==> src/common/aes_stream_config.svh <==
// AES stream engine configuration with the line, block, address and FIFO sizes.
`ifndef AES_STREAM_CONFIG_SVH
`define AES_STREAM_CONFIG_SVH

// one host memory line, as read from or written to the memory port.
`define AES_LINE_BITS 512

// width of one cipher block, which is also the key width.
`define AES_BLOCK_BITS 128

// line address width on the host port.
`define AES_ADDR_BITS 32

// depth of the line FIFO, and so the number of source reads that may be outstanding.
// any power of two of 4 or more works.
`define AES_FIFO_DEPTH 16

`endif

==> src/common/aes_stream_pkg.sv <==
// AES stream package with the payload types and the FSM state encodings.
`default_nettype none

package aes_stream_pkg;

  // one memory line holds four blocks.
  typedef logic [511:0] t_line;

  typedef logic [127:0] t_block;

  typedef logic [31:0] t_addr;

  typedef enum logic [2:0] {
    rd_idle,
    rd_fetch_key,
    rd_fetch,
    rd_wait,
    rd_finish
  } t_rd_state;

  typedef enum logic [2:0] {
    wr_idle,
    wr_collect,
    wr_write,
    wr_drain,
    wr_status,
    wr_done
  } t_wr_state;

endpackage : aes_stream_pkg

`default_nettype wire

==> src/common/block_stream_if.sv <==
// Block stream interface carrying 128-bit blocks of a line, with a stall level back.
`timescale 1ns/1ps
`default_nettype none

interface block_stream_if
  import aes_stream_pkg::*;
();

  logic   valid;
  t_block block;
  logic [1:0] index;
  logic   last;
  logic   stall;

  // a new line may only begin while stall is low, then runs four cycles.
  modport source (
    output valid, block, index, last,
    input  stall
  );

  modport sink (
    input  valid, block, index, last,
    output stall
  );

endinterface : block_stream_if

`default_nettype wire

==> src/design/add_round_key_stage.sv <==
// AddRoundKey stage, a one-cycle register that XORs every block with the key.
`timescale 1ns/1ps
`default_nettype none

module add_round_key_stage
  import aes_stream_pkg::*;
(
  input  wire logic    clk,
  input  wire logic    reset,
  input  wire t_block  key,
  input  wire logic    key_valid,
  block_stream_if.sink   blocks_in,
  block_stream_if.source blocks_out
);

  always_ff @(posedge clk or posedge reset) begin
    if (reset) begin
      blocks_out.valid <= 1'b0;
    end
    else begin
      blocks_out.valid <= blocks_in.valid;
    end
  end

  always_ff @(posedge clk) begin
    if (blocks_in.valid) begin
      blocks_out.block <= blocks_in.block ^ key;
      blocks_out.index <= blocks_in.index;
      blocks_out.last  <= blocks_in.last;
    end
  end

  // the stage never holds a block, so back-pressure passes through unchanged.
  assign blocks_in.stall = blocks_out.stall;

  a_key_ready : assert property (@(posedge clk) disable iff (reset)
    blocks_in.valid |-> key_valid);

endmodule : add_round_key_stage

`default_nettype wire

==> src/flat_wrapper.sv <==
// flat-port wrapper written by rule: the top's interface ports become plain ports
module add_round_key_stage_flat import aes_stream_pkg::*;
  (clk, reset, key, key_valid, blocks_in_valid, blocks_in_block, blocks_in_index, blocks_in_last, blocks_in_stall, blocks_out_valid, blocks_out_block, blocks_out_index, blocks_out_last, blocks_out_stall);
  block_stream_if blocks_in_i ();
  block_stream_if blocks_out_i ();
  input  wire logic clk;
  input  wire logic reset;
  input  wire t_block key;
  input  wire logic key_valid;
  input wire logic [$bits(blocks_in_i.valid)-1:0] blocks_in_valid;
  input wire logic [$bits(blocks_in_i.block)-1:0] blocks_in_block;
  input wire logic [$bits(blocks_in_i.index)-1:0] blocks_in_index;
  input wire logic [$bits(blocks_in_i.last)-1:0] blocks_in_last;
  output wire logic [$bits(blocks_in_i.stall)-1:0] blocks_in_stall;
  output wire logic [$bits(blocks_out_i.valid)-1:0] blocks_out_valid;
  output wire logic [$bits(blocks_out_i.block)-1:0] blocks_out_block;
  output wire logic [$bits(blocks_out_i.index)-1:0] blocks_out_index;
  output wire logic [$bits(blocks_out_i.last)-1:0] blocks_out_last;
  input wire logic [$bits(blocks_out_i.stall)-1:0] blocks_out_stall;
  assign blocks_in_i.valid = blocks_in_valid;
  assign blocks_in_i.block = blocks_in_block;
  assign blocks_in_i.index = blocks_in_index;
  assign blocks_in_i.last = blocks_in_last;
  assign blocks_in_stall = blocks_in_i.stall;
  assign blocks_out_valid = blocks_out_i.valid;
  assign blocks_out_block = blocks_out_i.block;
  assign blocks_out_index = blocks_out_i.index;
  assign blocks_out_last = blocks_out_i.last;
  assign blocks_out_i.stall = blocks_out_stall;
  add_round_key_stage u_core (.clk(clk), .reset(reset), .key(key), .key_valid(key_valid), .blocks_in(blocks_in_i), .blocks_out(blocks_out_i));
endmodule
==> config.mk <==
export PLATFORM = sky130hd
export DESIGN_NAME = add_round_key_stage_flat
export DESIGN_NICKNAME = d
export VERILOG_FILES = /design/src/common/aes_stream_config.svh /design/src/common/aes_stream_pkg.sv /design/src/common/block_stream_if.sv /design/src/design/add_round_key_stage.sv /design/src/flat_wrapper.sv
export SDC_FILE = /design/constraint.sdc
export NUM_CORES = 1
export LEC_CHECK = 0
export ABC_CLOCK_PERIOD_IN_PS = 800
export BUFFER_PORTS_ARGS = -buffer_cell sky130_fd_sc_hd__buf_4
export CAP_MARGIN = 20
export CORE_AREA = 2 2 155 157
export CTS_CLUSTER_DIAMETER = 80
export DETAILED_ROUTE_END_ITERATION = 10
export DIE_AREA = 0 0 157 159
export GPL_TIMING_DRIVEN = 0
export PLACE_DENSITY = 0.6
export SKIP_LAST_GASP = 1
export SLEW_MARGIN = 20
export SYNTH_ARGS = -nofsm -noshare
export SYNTH_HDL_FRONTEND = slang
export SYNTH_SLANG_ARGS = --single-unit
==> constraint.sdc <==
create_clock -name clk -period 0.8 [get_ports clk]
set_clock_uncertainty 0.15 [all_clocks]
set_input_delay 0.04 -clock clk [delete_from_list [all_inputs] [get_ports clk]]
set_output_delay 0.04 -clock clk [all_outputs]
set_load 0.005 [all_outputs]
==> results.py <==
metrics = {
    "place": {
        "post-place-ws_ns": -0.550,
        "dp_hpwl_um": 12500,
        "placed_cells": 976,
        "dpl_cell_area_sq_mm": 0.00848,
        "place.gp.congestion": 0.749,
        "numPortBuffers": 394,
    },
    "sta": {
        "hold_violations": 177,
        "fmax_mhz": 829,
        "worst_slack_ns": -0.406,
        "period_needed_ns": 1.21,
        "finalMaxSlewViolations": 0,
        "grt_setup_unrepaired": "yes",
        "fin_crit_sh_pct": 151,
        "setup_viol_count_final": 140,
        "tightest_slew_ns": 0.317,
        "holdWs_ns": -0.221,
        "slew_headroom_pct": 78.9,
    },
    "floorplanning": {
        "die_area_sq_mm": 0.0250,
        "ios": 397,
        "die_y_um": 159,
        "die_x_um": 157,
        "coreArea_sq_mm": 0.0232,
        "placementRows": 56,
        "initial_core_util_pct": 22.0,
    },
    "setup_path": {
        "critical-path-max-stage-delay_ns": 0.45,
        "slowest_stage": "edfxtp_1",
        "required_ns": 0.61,
        "crit_buf_inv": 1,
        "worstPathArrival_ns": 1.02,
        "path_cells": "buf_6",
        "crit_end": "blocks_out_block[68]",
        "crit_family": "flip-flops",
        "cp-startpoint": "u_core.blocks_out.block[68]$_DFFE_PP_",
        "critical_path_depth": 1,
        "start_kind": "register",
        "cp-end-kind": "output pin",
        "critical_path_class": "reg -> out",
        "cp_max_fo": 1,
    },
    "finish": {
        "post-route-cell-area_sq_mm": 0.00958,
        "final_common_cell": "buf_4",
        "layout.cells.non_filler": 1028,
        "drive_gt1_share_pct": 59.9,
        "syn_to_final_growth_pct": 88.2,
        "n_antenna_cell": 0,
        "final_cell_mix": "buf_4, edfxtp_1, xor2_1, buf_6, clkbuf_16",
        "nNetsFinal": 961,
    },
    "global_routing": {
        "grt_pass1_vias": 3987,
        "grt-ovfl-total": 0,
        "grt_max_degree": 51,
        "grt_pass1_wl_um": 22700,
        "grt_antenna_before_repair": 0,
        "track_usage_pct": 12.5,
    },
    "clocking": {
        "clk_pin_slew_ns": 0.06,
        "cts_tree": "yes",
        "numCtsBuffers": 17,
        "clockRootBuffer": "clkbuf_16",
        "clock_path_buffers": 2,
        "htree_levels": 4,
        "clock-sinks": 132,
    },
    "run_status": {
        "outcome": "complete, but fails checks",
        "violations": "negative hold slack, negative setup slack",
    },
    "routing": {
        "vias_per_cell": 3.64,
        "drc": 0,
        "wl_um": 16100,
        "wire_per_inst_um": 15.7,
        "dr_total_vias": 3745,
        "drt-initial-drc-count": 115,
        "postRouteAntennaNets": 0,
        "first_pass_iters": 4,
    },
    "min_path": {
        "min_path_type": "in -> reg",
    },
    "yosys": {
        "syn_nets": 526,
        "yosysTopAreaCell": "edfxtp_1",
        "yosys_warnings": 0,
        "syn_area_sq_mm": 0.00509,
        "syn_avg_cell_area_sq_um": 19.4,
        "synth_area_leaders": "edfxtp_1, xor2_1, dfrtp_1",
        "ys_seq_area_share_pct": 77.8,
        "synth_cell_types": 5,
        "synth_top_area_share_pct": 77.3,
        "synthesis.instances": 262,
        "ys_ff_latch": 132,
    },
    "pwr": {
        "p_leak_nw": 4.30,
        "power.density_mw_per_mm2": 2180,
        "vdd_drop_max_mv": 1.10,
    },
    "flow_run": {
        "cap_violations": 0,
    },
}
## cells in the mapped netlist
library cell,n
xor2_1,128
buf_4,1
edfxtp_1,131
inv_1,1
dfrtp_1,1
## cell families (layout without fill, tap and decap cells)
group / after synthesis / in the layout / synth area share [%]
xor+xnor: 128 / 128 / 22.0
flops: 132 / 132 / 77.8
buf+inv: 2 / 449 / 0.221
## stage by stage
stage               setup TNS [ns]  utilization (%)  power (W)
floorplan                        0                -    0.00929
global placement           -148.62             36.4     0.0118
detailed placement          -49.60             36.6     0.0119
CTS                         -44.23             40.5     0.0211
global route                -47.27             41.3     0.0218
finish                      -40.21             41.3     0.0209
## power breakdown
| group | leakage, nW | internal [W] | switching [W] | total [W] |
|---|---|---|---|---|
| combinational | 2.69 | 0.00210 | 0.00112 | 0.00322 |
| sequential | 1.29 | 0.00850 | 0.000253 | 0.00876 |
| clock | 0.313 | 0.00585 | 0.00302 | 0.00887 |
## registers in the layout, indices dropped and copies added (netlist names)
name,count
u_core.blocks_out.block,128
u_core.blocks_out.index,2
u_core.blocks_out.last,1
u_core.blocks_out.valid,1
## layout make-up
| class | instances | area, sq um |
|---|---|---|
| buffer | 1 | 7.51 |
| tap | 319 | 399 |
| clock inverter | 12 | 230 |
| sequential | 132 | 3960 |
| fill | 2204 | 13600 |
| multi-input combinational | 128 | 1120 |
| timing repair buffer | 416 | 3430 |
| clock buffer | 19 | 433 |
| inverter | 1 | 3.75 |
## metal layers
| metal | global-route usage, % | up-vias | share of wire, % |
|---|---|---|---|
| li1 | - | 1802 | - |
| met4 | 4.09 | 0 | 1.2 |
| met1 | 13.4 | 1723 | 37 |
| met3 | 3.97 | 10 | 8.2 |
| met2 | 23.0 | 210 | 54 |
| met5 | 0 | - | 0 |
## worst min-delay path by stage
stage,from,endpoint,slack [ns],cells past startpoint
global placement,reset,u_core.blocks_out.valid$_DFF_PP0_,-0.26,2
detailed placement,reset,u_core.blocks_out.valid$_DFF_PP0_,-0.26,2
finish,blocks_in_block[71],u_core.blocks_out.block[71]$_DFFE_PP_,-0.22,2
global route,key[63],u_core.blocks_out.block[63]$_DFFE_PP_,-0.25,2
floorplan,reset,u_core.blocks_out.valid$_DFF_PP0_,-0.38,1
CTS,key[111],u_core.blocks_out.block[111]$_DFFE_PP_,-0.25,2
## repair_timing
action / in CTS / in global routing
hold endpoints to repair: 180 / 177
endpoints found under the setup margin: 215 / 167
resized for setup: 21 / 37
cloned: 1 / 0
buffers inserted: 0 / 0
hold buffers: 15 / 6
No activity file was read; power rests on OpenSTA's default activity.
