**src/common/aes_stream_config.svh**
```systemverilog
// AES stream engine configuration with the line, block, address and FIFO sizes.
`ifndef AES_STREAM_CONFIG_SVH
`define AES_STREAM_CONFIG_SVH

// one host memory line, as read from or written to the memory port.
`define AES_LINE_BITS 512

// width of one cipher block, which is also the key width.
`define AES_BLOCK_BITS 128

// line address width on the host port.
`define AES_ADDR_BITS 32

// depth of the line FIFO, and so the number of source reads that may be outstanding.
// any power of two of 4 or more works.
`define AES_FIFO_DEPTH 16

`endif

```
**src/common/aes_stream_pkg.sv**
```systemverilog
// AES stream package with the payload types and the FSM state encodings.
`default_nettype none

package aes_stream_pkg;

  // one memory line holds four blocks.
  typedef logic [511:0] t_line;

  typedef logic [127:0] t_block;

  typedef logic [31:0] t_addr;

  typedef enum logic [2:0] {
    rd_idle,
    rd_fetch_key,
    rd_fetch,
    rd_wait,
    rd_finish
  } t_rd_state;

  typedef enum logic [2:0] {
    wr_idle,
    wr_collect,
    wr_write,
    wr_drain,
    wr_status,
    wr_done
  } t_wr_state;

endpackage : aes_stream_pkg

`default_nettype wire

```
**src/common/block_stream_if.sv**
```systemverilog
// Block stream interface carrying 128-bit blocks of a line, with a stall level back.
`timescale 1ns/1ps
`default_nettype none

interface block_stream_if
  import aes_stream_pkg::*;
();

  logic   valid;
  t_block block;
  logic [1:0] index;
  logic   last;
  logic   stall;

  // a new line may only begin while stall is low, then runs four cycles.
  modport source (
    output valid, block, index, last,
    input  stall
  );

  modport sink (
    input  valid, block, index, last,
    output stall
  );

endinterface : block_stream_if

`default_nettype wire

```
**src/aes_requestor/write_gatherer.sv**
```systemverilog
// Write gatherer, which packs blocks into lines, writes them out and posts the completion flag.
`timescale 1ns/1ps
`default_nettype none

module write_gatherer
  import aes_stream_pkg::*;
(
  input  wire logic                   clk,
  input  wire logic                   reset,
  input  wire logic                   start,
  input  wire t_addr                  dst_addr,
  input  wire t_addr                  dsm_addr,
  input  wire logic [$bits(t_addr)-1:0] num_lines,
  block_stream_if.sink                blocks,
  output logic                        wr_req_valid,
  output t_addr                       wr_req_addr,
  output t_line                       wr_req_data,
  input  wire logic                   wr_almost_full,
  input  wire logic                   wr_rsp_valid,
  output logic                        done
);

  localparam int BLOCK_BITS = $bits(t_block);

  t_wr_state wr_state;

  t_line pack_line;
  t_line pack_next;
  t_line pend_line;

  logic pack_full;
  logic pend_full;
  logic pend_free;
  logic line_end;
  logic line_issue;
  logic status_issue;
  logic [$bits(t_addr)-1:0] wr_offset;
  logic [$bits(t_addr)-1:0] rsp_count;

  assign line_issue   = (wr_state == wr_write) && !wr_almost_full;
  assign status_issue = (wr_state == wr_status) && !wr_almost_full;
  assign line_end     = blocks.valid && (blocks.index == 2'd3);
  assign pend_free    = !pend_full || line_issue;
  assign blocks.stall = pend_full;

  always_comb begin
    pack_next = pack_line;
    pack_next[blocks.index * BLOCK_BITS +: BLOCK_BITS] = blocks.block;
  end

  always_ff @(posedge clk) begin
    if (blocks.valid) begin
      pack_line <= pack_next;
    end
    if (line_end && pend_free) begin
      pend_line <= pack_next;
    end
    else if (pack_full && line_issue) begin
      pend_line <= pack_line;
    end
    if (line_issue) begin
      wr_req_addr <= dst_addr + wr_offset;
      wr_req_data <= pend_line;
    end
    else if (status_issue) begin
      wr_req_addr <= dsm_addr;
      wr_req_data <= t_line'(1);
    end
  end

  always_ff @(posedge clk or posedge reset) begin
    if (reset) begin
      wr_state     <= wr_idle;
      pack_full    <= 1'b0;
      pend_full    <= 1'b0;
      wr_req_valid <= 1'b0;
      wr_offset    <= '0;
      rsp_count    <= '0;
      done         <= 1'b0;
    end
    else begin
      wr_req_valid <= line_issue || status_issue;
      if (wr_rsp_valid) begin
        rsp_count <= rsp_count + 1'b1;
      end
      // a finished line waits in the pack buffer while the pending line is blocked.
      if (line_end && !pend_free) begin
        pack_full <= 1'b1;
      end
      else if (pack_full && line_issue) begin
        pack_full <= 1'b0;
      end
      if (line_end && pend_free) begin
        pend_full <= 1'b1;
      end
      else if (line_issue) begin
        pend_full <= pack_full;
      end
      case (wr_state)
        wr_idle: begin
          if (start) begin
            wr_state  <= wr_collect;
            done      <= 1'b0;
            wr_offset <= '0;
            rsp_count <= '0;
          end
        end
        wr_collect: begin
          if (wr_offset == num_lines) begin
            wr_state <= wr_drain;
          end
          else if (pend_full) begin
            wr_state <= wr_write;
          end
        end
        wr_write: begin
          if (!wr_almost_full) begin
            wr_offset <= wr_offset + 1'b1;
            wr_state  <= wr_collect;
          end
        end
        wr_drain: begin
          if (rsp_count == num_lines) begin
            wr_state <= wr_status;
          end
        end
        wr_status: begin
          if (!wr_almost_full) begin
            wr_state <= wr_done;
          end
        end
        wr_done: begin
          done     <= 1'b1;
          wr_state <= wr_idle;
        end
        default: wr_state <= wr_idle;
      endcase
    end
  end

  // the stall level must stop the decoder before both line buffers are taken.
  a_no_block_loss : assert property (@(posedge clk) disable iff (reset)
    blocks.valid |-> !(pack_full && pend_full));

  // only the final block of the job's final line carries last.
  a_last_block : assert property (@(posedge clk) disable iff (reset)
    blocks.valid |->
      (blocks.last == (line_end &&
                       ((wr_offset + pend_full + pack_full) == (num_lines - 1'b1)))));

endmodule : write_gatherer

`default_nettype wire

```
**src/flat_wrapper.sv**
```systemverilog
// flat-port wrapper written by rule: the top's interface ports become plain ports
module write_gatherer_flat import aes_stream_pkg::*;
  (clk, reset, start, dst_addr, dsm_addr, num_lines, wr_req_valid, wr_req_addr, wr_req_data, wr_almost_full, wr_rsp_valid, done, blocks_valid, blocks_block, blocks_index, blocks_last, blocks_stall);
  block_stream_if blocks_i ();
  input  wire logic clk;
  input  wire logic reset;
  input  wire logic start;
  input  wire t_addr dst_addr;
  input  wire t_addr dsm_addr;
  input  wire logic [$bits(t_addr)-1:0] num_lines;
  output logic wr_req_valid;
  output t_addr wr_req_addr;
  output t_line wr_req_data;
  input  wire logic wr_almost_full;
  input  wire logic wr_rsp_valid;
  output logic done;
  input wire logic [$bits(blocks_i.valid)-1:0] blocks_valid;
  input wire logic [$bits(blocks_i.block)-1:0] blocks_block;
  input wire logic [$bits(blocks_i.index)-1:0] blocks_index;
  input wire logic [$bits(blocks_i.last)-1:0] blocks_last;
  output wire logic [$bits(blocks_i.stall)-1:0] blocks_stall;
  assign blocks_i.valid = blocks_valid;
  assign blocks_i.block = blocks_block;
  assign blocks_i.index = blocks_index;
  assign blocks_i.last = blocks_last;
  assign blocks_stall = blocks_i.stall;
  write_gatherer u_core (.clk(clk), .reset(reset), .start(start), .dst_addr(dst_addr), .dsm_addr(dsm_addr), .num_lines(num_lines), .blocks(blocks_i), .wr_req_valid(wr_req_valid), .wr_req_addr(wr_req_addr), .wr_req_data(wr_req_data), .wr_almost_full(wr_almost_full), .wr_rsp_valid(wr_rsp_valid), .done(done));
endmodule
```
**config.mk**
```make
export PLATFORM = sky130hd
export DESIGN_NAME = write_gatherer_flat
export DESIGN_NICKNAME = d
export VERILOG_FILES = /design/src/common/aes_stream_config.svh /design/src/common/aes_stream_pkg.sv /design/src/common/block_stream_if.sv /design/src/aes_requestor/write_gatherer.sv /design/src/flat_wrapper.sv
export SDC_FILE = /design/constraint.sdc
export NUM_CORES = 2
export LEC_CHECK = 0
export BUFFER_PORTS_ARGS = -buffer_cell sky130_fd_sc_hd__buf_2
export CORE_MARGIN = 8
export CORE_UTILIZATION = 53
export CTS_CLUSTER_DIAMETER = 40
export DETAILED_ROUTE_END_ITERATION = 12
export MAX_ROUTING_LAYER = met4
export PLACE_DENSITY = 0.75
export SETUP_SLACK_MARGIN = 0.2
export SYNTH_ARGS = -nofsm -noshare
export SYNTH_HDL_FRONTEND = slang
export SYNTH_SLANG_ARGS = --single-unit
```
**constraint.sdc**
```tcl
create_clock -name clk -period 13.4 [get_ports clk]
set_input_delay 0 -clock clk [delete_from_list [all_inputs] [get_ports clk]]
set_output_delay 0 -clock clk [all_outputs]
set_load 0.01 [all_outputs]
```
==> qor.yml <==
outcome: "finished clean"
clk_latency_ns: 0.81
reg2reg_to: "u_core.pend_line[448]"
routabilityCongestion: 0.923
synth-main-ff-cell: "edfxtp_1"
antenna_left: 0
worst_pin_slew_ns: 1.24
r2r-start: "u_core.wr_state[0]"
dp_hpwl_mm: 123
synthTopCellsByArea: "edfxtp_1 (68%), o21ai_0 (5.7%), nand2_1 (5.4%)"
setup_violations: 0
drtPass1Iterations: 6
power_mw: 14.2
endpoint_kind: "flop"
layout.nets: 6775
powerDensity_nw_per_um2: 171
synth_compound_area_share_pct: 7.99
hold_depth: 4
final_util_pct: 64.3
tns_ns: 0
htree_levels: 4
fin_crit_ns: 5.82
dr.first_iter.drc_count: 5368
drc: 0
worstHoldStart: "dst_addr[24]"
slew_headroom_pct: 17.2
synth_top_family_by_area: "simple AND/OR/NAND/NOR gates"
clockPowerShare_pct: 38.1
cts_buffers: 198
synth.top_cell.area_share_pct: 68.0
cts_tree: "done"
grt_overflow: 0
synth_cells: 5616
grt_util_all_layers_pct: 28.2
comb_power_share_pct: 14.4
grt_start_max_net_pins: 232
slew_violations: 0
ys_seq_elements: 1639
clk_pin_slew_ns: 0.06
routed_wl_mm: 203
netSwitchingFraction_pct: 28.0
p_leak_nw: 32.9
ff2ff_path_depth: 9
post_drt_via_cell_ratio: 5.73
synth_common_cells: "edfxtp_1 (1,568), nand2_1 (992), o21ai_0 (794), inv_1 (531), and3_1 (526)"
portBuffers: 778
fmax_mhz: 172
rrSetupSlack_ns: 7.58
mappedNetlistArea_um2: 69200
rsz0062_at_grt: "no"
cts_buffer_depth: 3
skew_ns: 0.0386
internal-power_mw: 10.3
synthAdderAreaFrac_pct: 0.716
design_area_um2: 83300
fp.dieH_um: 377
cp_data_required_time_ns: 13.95
die_w_um: 377
critical_path_class: "reg2reg"
cp.arrival_ns: 6.37
synth_xor_xnor_area_share_pct: 1.72
synthMuxAreaShare_pct: 2.13
synth_most_common_cell: "edfxtp_1"
p_sw_mw: 3.98
grt_pass1_vias: 47900
drv_cap: 0
placed_area_um2: 74500
num_vias: 48300
fp-row-count: 132
period_share_pct: 43.4
syn_nets: 5888
async_flop_share_pct: 4.33
initial_utilization_pct: 53.4
ioPinCount: 780
yosysSeqAreaShare_pct: 70.6
syn_avg_cell_area_um2: 12.3
grt_pass1_wl_mm: 298
clkSinkCount: 1639
hold_path_end: "u_core.wr_req_addr[24]"
ir_drop_v: 0.000154
drive_gt1_share_pct: 17.7
area_growth_pct: 20.3
pwr-share-seq_pct: 47.5
core_area_um2: 130000
post_cts_buffers: 0
yosysUniqueCellTypes: 70
postCtsResizedCells: 0
yosys_warnings: 0
synth-edff-count: 1568
hold_viol_final: 0
synth_top_cell_by_area: "edfxtp_1"
cp_max_fo: 189
die_area_um2: 142000
fillCellCount: 9335
antenna_found_initial: 13
hp-class: "in2reg"
synthSimpleGateAreaFrac_pct: 11.9
wl_per_cell_um: 24.1
critPathLaunchType: "flop"
clock-root-buffer: "clkbuf_16"
cell type report:
class	count	area [um2]	share of cell area, %
clock inverter	140	1570	1.89
inverter	531	1990	2.39
tap	1742	2180	2.62
antenna	13	32.5	0.0391
clock buffer	229	5140	6.18
multi-input combinational	3095	17000	20.4
timing repair buffer	1038	6490	7.79
sequential	1639	48900	58.7
kinds of logic (layout without fill, tap and decap cells):
| family | after synthesis | in the layout |
|---|---|---|
| AND/OR/NAND/NOR | 1724 | 1724 |
| flip-flops | 1639 | 1639 |
| AO/OA/AOI/OAI | 1065 | 1065 |
| buffers and inverters | 882 | 1938 |
| XOR/XNOR | 136 | 136 |
| multiplexers | 131 | 131 |
| adder cells (fa/ha/maj) | 39 | 39 |
| other | 0 | 13 |
routing by layer:
layer / wire (um) / global-route usage [%] / up-vias
li1: - / - / 21600
met4: 10100 / 12.8 / 0
met1: 78600 / 35.7 / 23500
met5: 0 / - / -
met3: 18700 / 6.19 / 513
met2: 95500 / 43.7 / 2582
power groups by stage:
stage                     Clock, mW  Sequential, mW  Combinational, mW
after floorplan                   0            7.07              0.963
after global placement            0            6.84               1.91
after detailed placement          0            6.85               1.95
after CTS                      5.49            6.76               2.04
after global routing           5.68            6.80               2.20
final                          5.43            6.76               2.05
flip-flops by register name, summed over array words and instances (netlist names):
signal,count
u_core.wr_req_valid,1
u_core.pend_line,512
u_core.done,1
u_core.rsp_count,32
u_core.blocks.stall,1
u_core.wr_state,3
u_core.pack_line,512
u_core.pack_full,1
u_core.wr_offset,32
u_core.wr_req_addr,32
u_core.wr_req_data,512
cells in the final DEF (no fill, tap or decap), types with 6 or more instances in the layout:
| master | synthesis | routed |
|---|---|---|
| mux2_1 | 128 | 128 |
| nand4_1 | 36 | 36 |
| a21oi_1 | 47 | 47 |
| bufinv_16 | 0 | 21 |
| or3_1 | 19 | 19 |
| nand2b_1 | 6 | 6 |
| o21ai_0 | 794 | 794 |
| nor3_2 | 2 | 6 |
| a31oi_1 | 6 | 6 |
| inv_8 | 0 | 7 |
| dlygate4sd3_1 | 0 | 207 |
| a21o_1 | 10 | 9 |
| o21ai_1 | 165 | 165 |
| nand3_1 | 23 | 23 |
| clkbuf_1 | 253 | 27 |
| clkinv_2 | 0 | 22 |
| buf_4 | 14 | 44 |
| inv_1 | 531 | 530 |
| buf_12 | 0 | 9 |
| clkbuf_16 | 0 | 201 |
| buf_2 | 81 | 777 |
| clkinv_1 | 0 | 26 |
| clkinv_4 | 0 | 11 |
| inv_6 | 0 | 24 |
| nor3_1 | 11 | 7 |
| nand2_1 | 992 | 992 |
| and3_1 | 526 | 525 |
| dfrtp_1 | 71 | 71 |
| diode_2 | 0 | 13 |
| edfxtp_1 | 1568 | 1568 |
| xor2_1 | 47 | 47 |
| nor4_1 | 6 | 6 |
| xnor2_1 | 89 | 89 |
| clkinvlp_4 | 0 | 21 |
| o21a_1 | 8 | 7 |
| ha_1 | 38 | 34 |
| nor2_1 | 66 | 66 |
how the worst max path moves through the flow:
stage                                       end  cells after the start  slack, ns                from
after CTS                 u_core.pend_line[454]                      8       7.61  u_core.wr_state[0]
after global routing      u_core.pend_line[455]                      9       7.20  u_core.wr_state[0]
after floorplan             u_core.pend_line[0]                      7       0.97  u_core.wr_state[0]
after detailed placement  u_core.pend_line[200]                      8       7.64  u_core.wr_state[0]
after global placement    u_core.pend_line[200]                      8       7.63  u_core.wr_state[0]
final                     u_core.pend_line[448]                      9       7.58  u_core.wr_state[0]
per-stage QoR:
step	hold WS, ns	setup slack [ns]	std cells
2_1_floorplan	0.112	0.967	5616
6_report	0.0190	7.58	8427
4_1_cts	0.00338	7.61	8414
3_5_place_dp	0.284	7.64	7838
3_3_place_gp	0.277	7.63	7838
5_1_grt	0.0400	7.20	8425
critical path: stages, from the launching register on:
cell and delay (ns):
dfrtp_1 0.57, nor2_4 0.86, nand2_2 0.08, buf_4 0.33
nand2_1 0.20, and3_4 0.57, buf_4 0.77, buf_4 0.84
buf_12 0.68, mux2_1 0.39
what timing repair did:
action,CTS,global route
endpoints found under the hold margin,1270,0
hold buffers,207,0
endpoints found under the setup margin,0,0
Power figures use the tool's default switching activity.
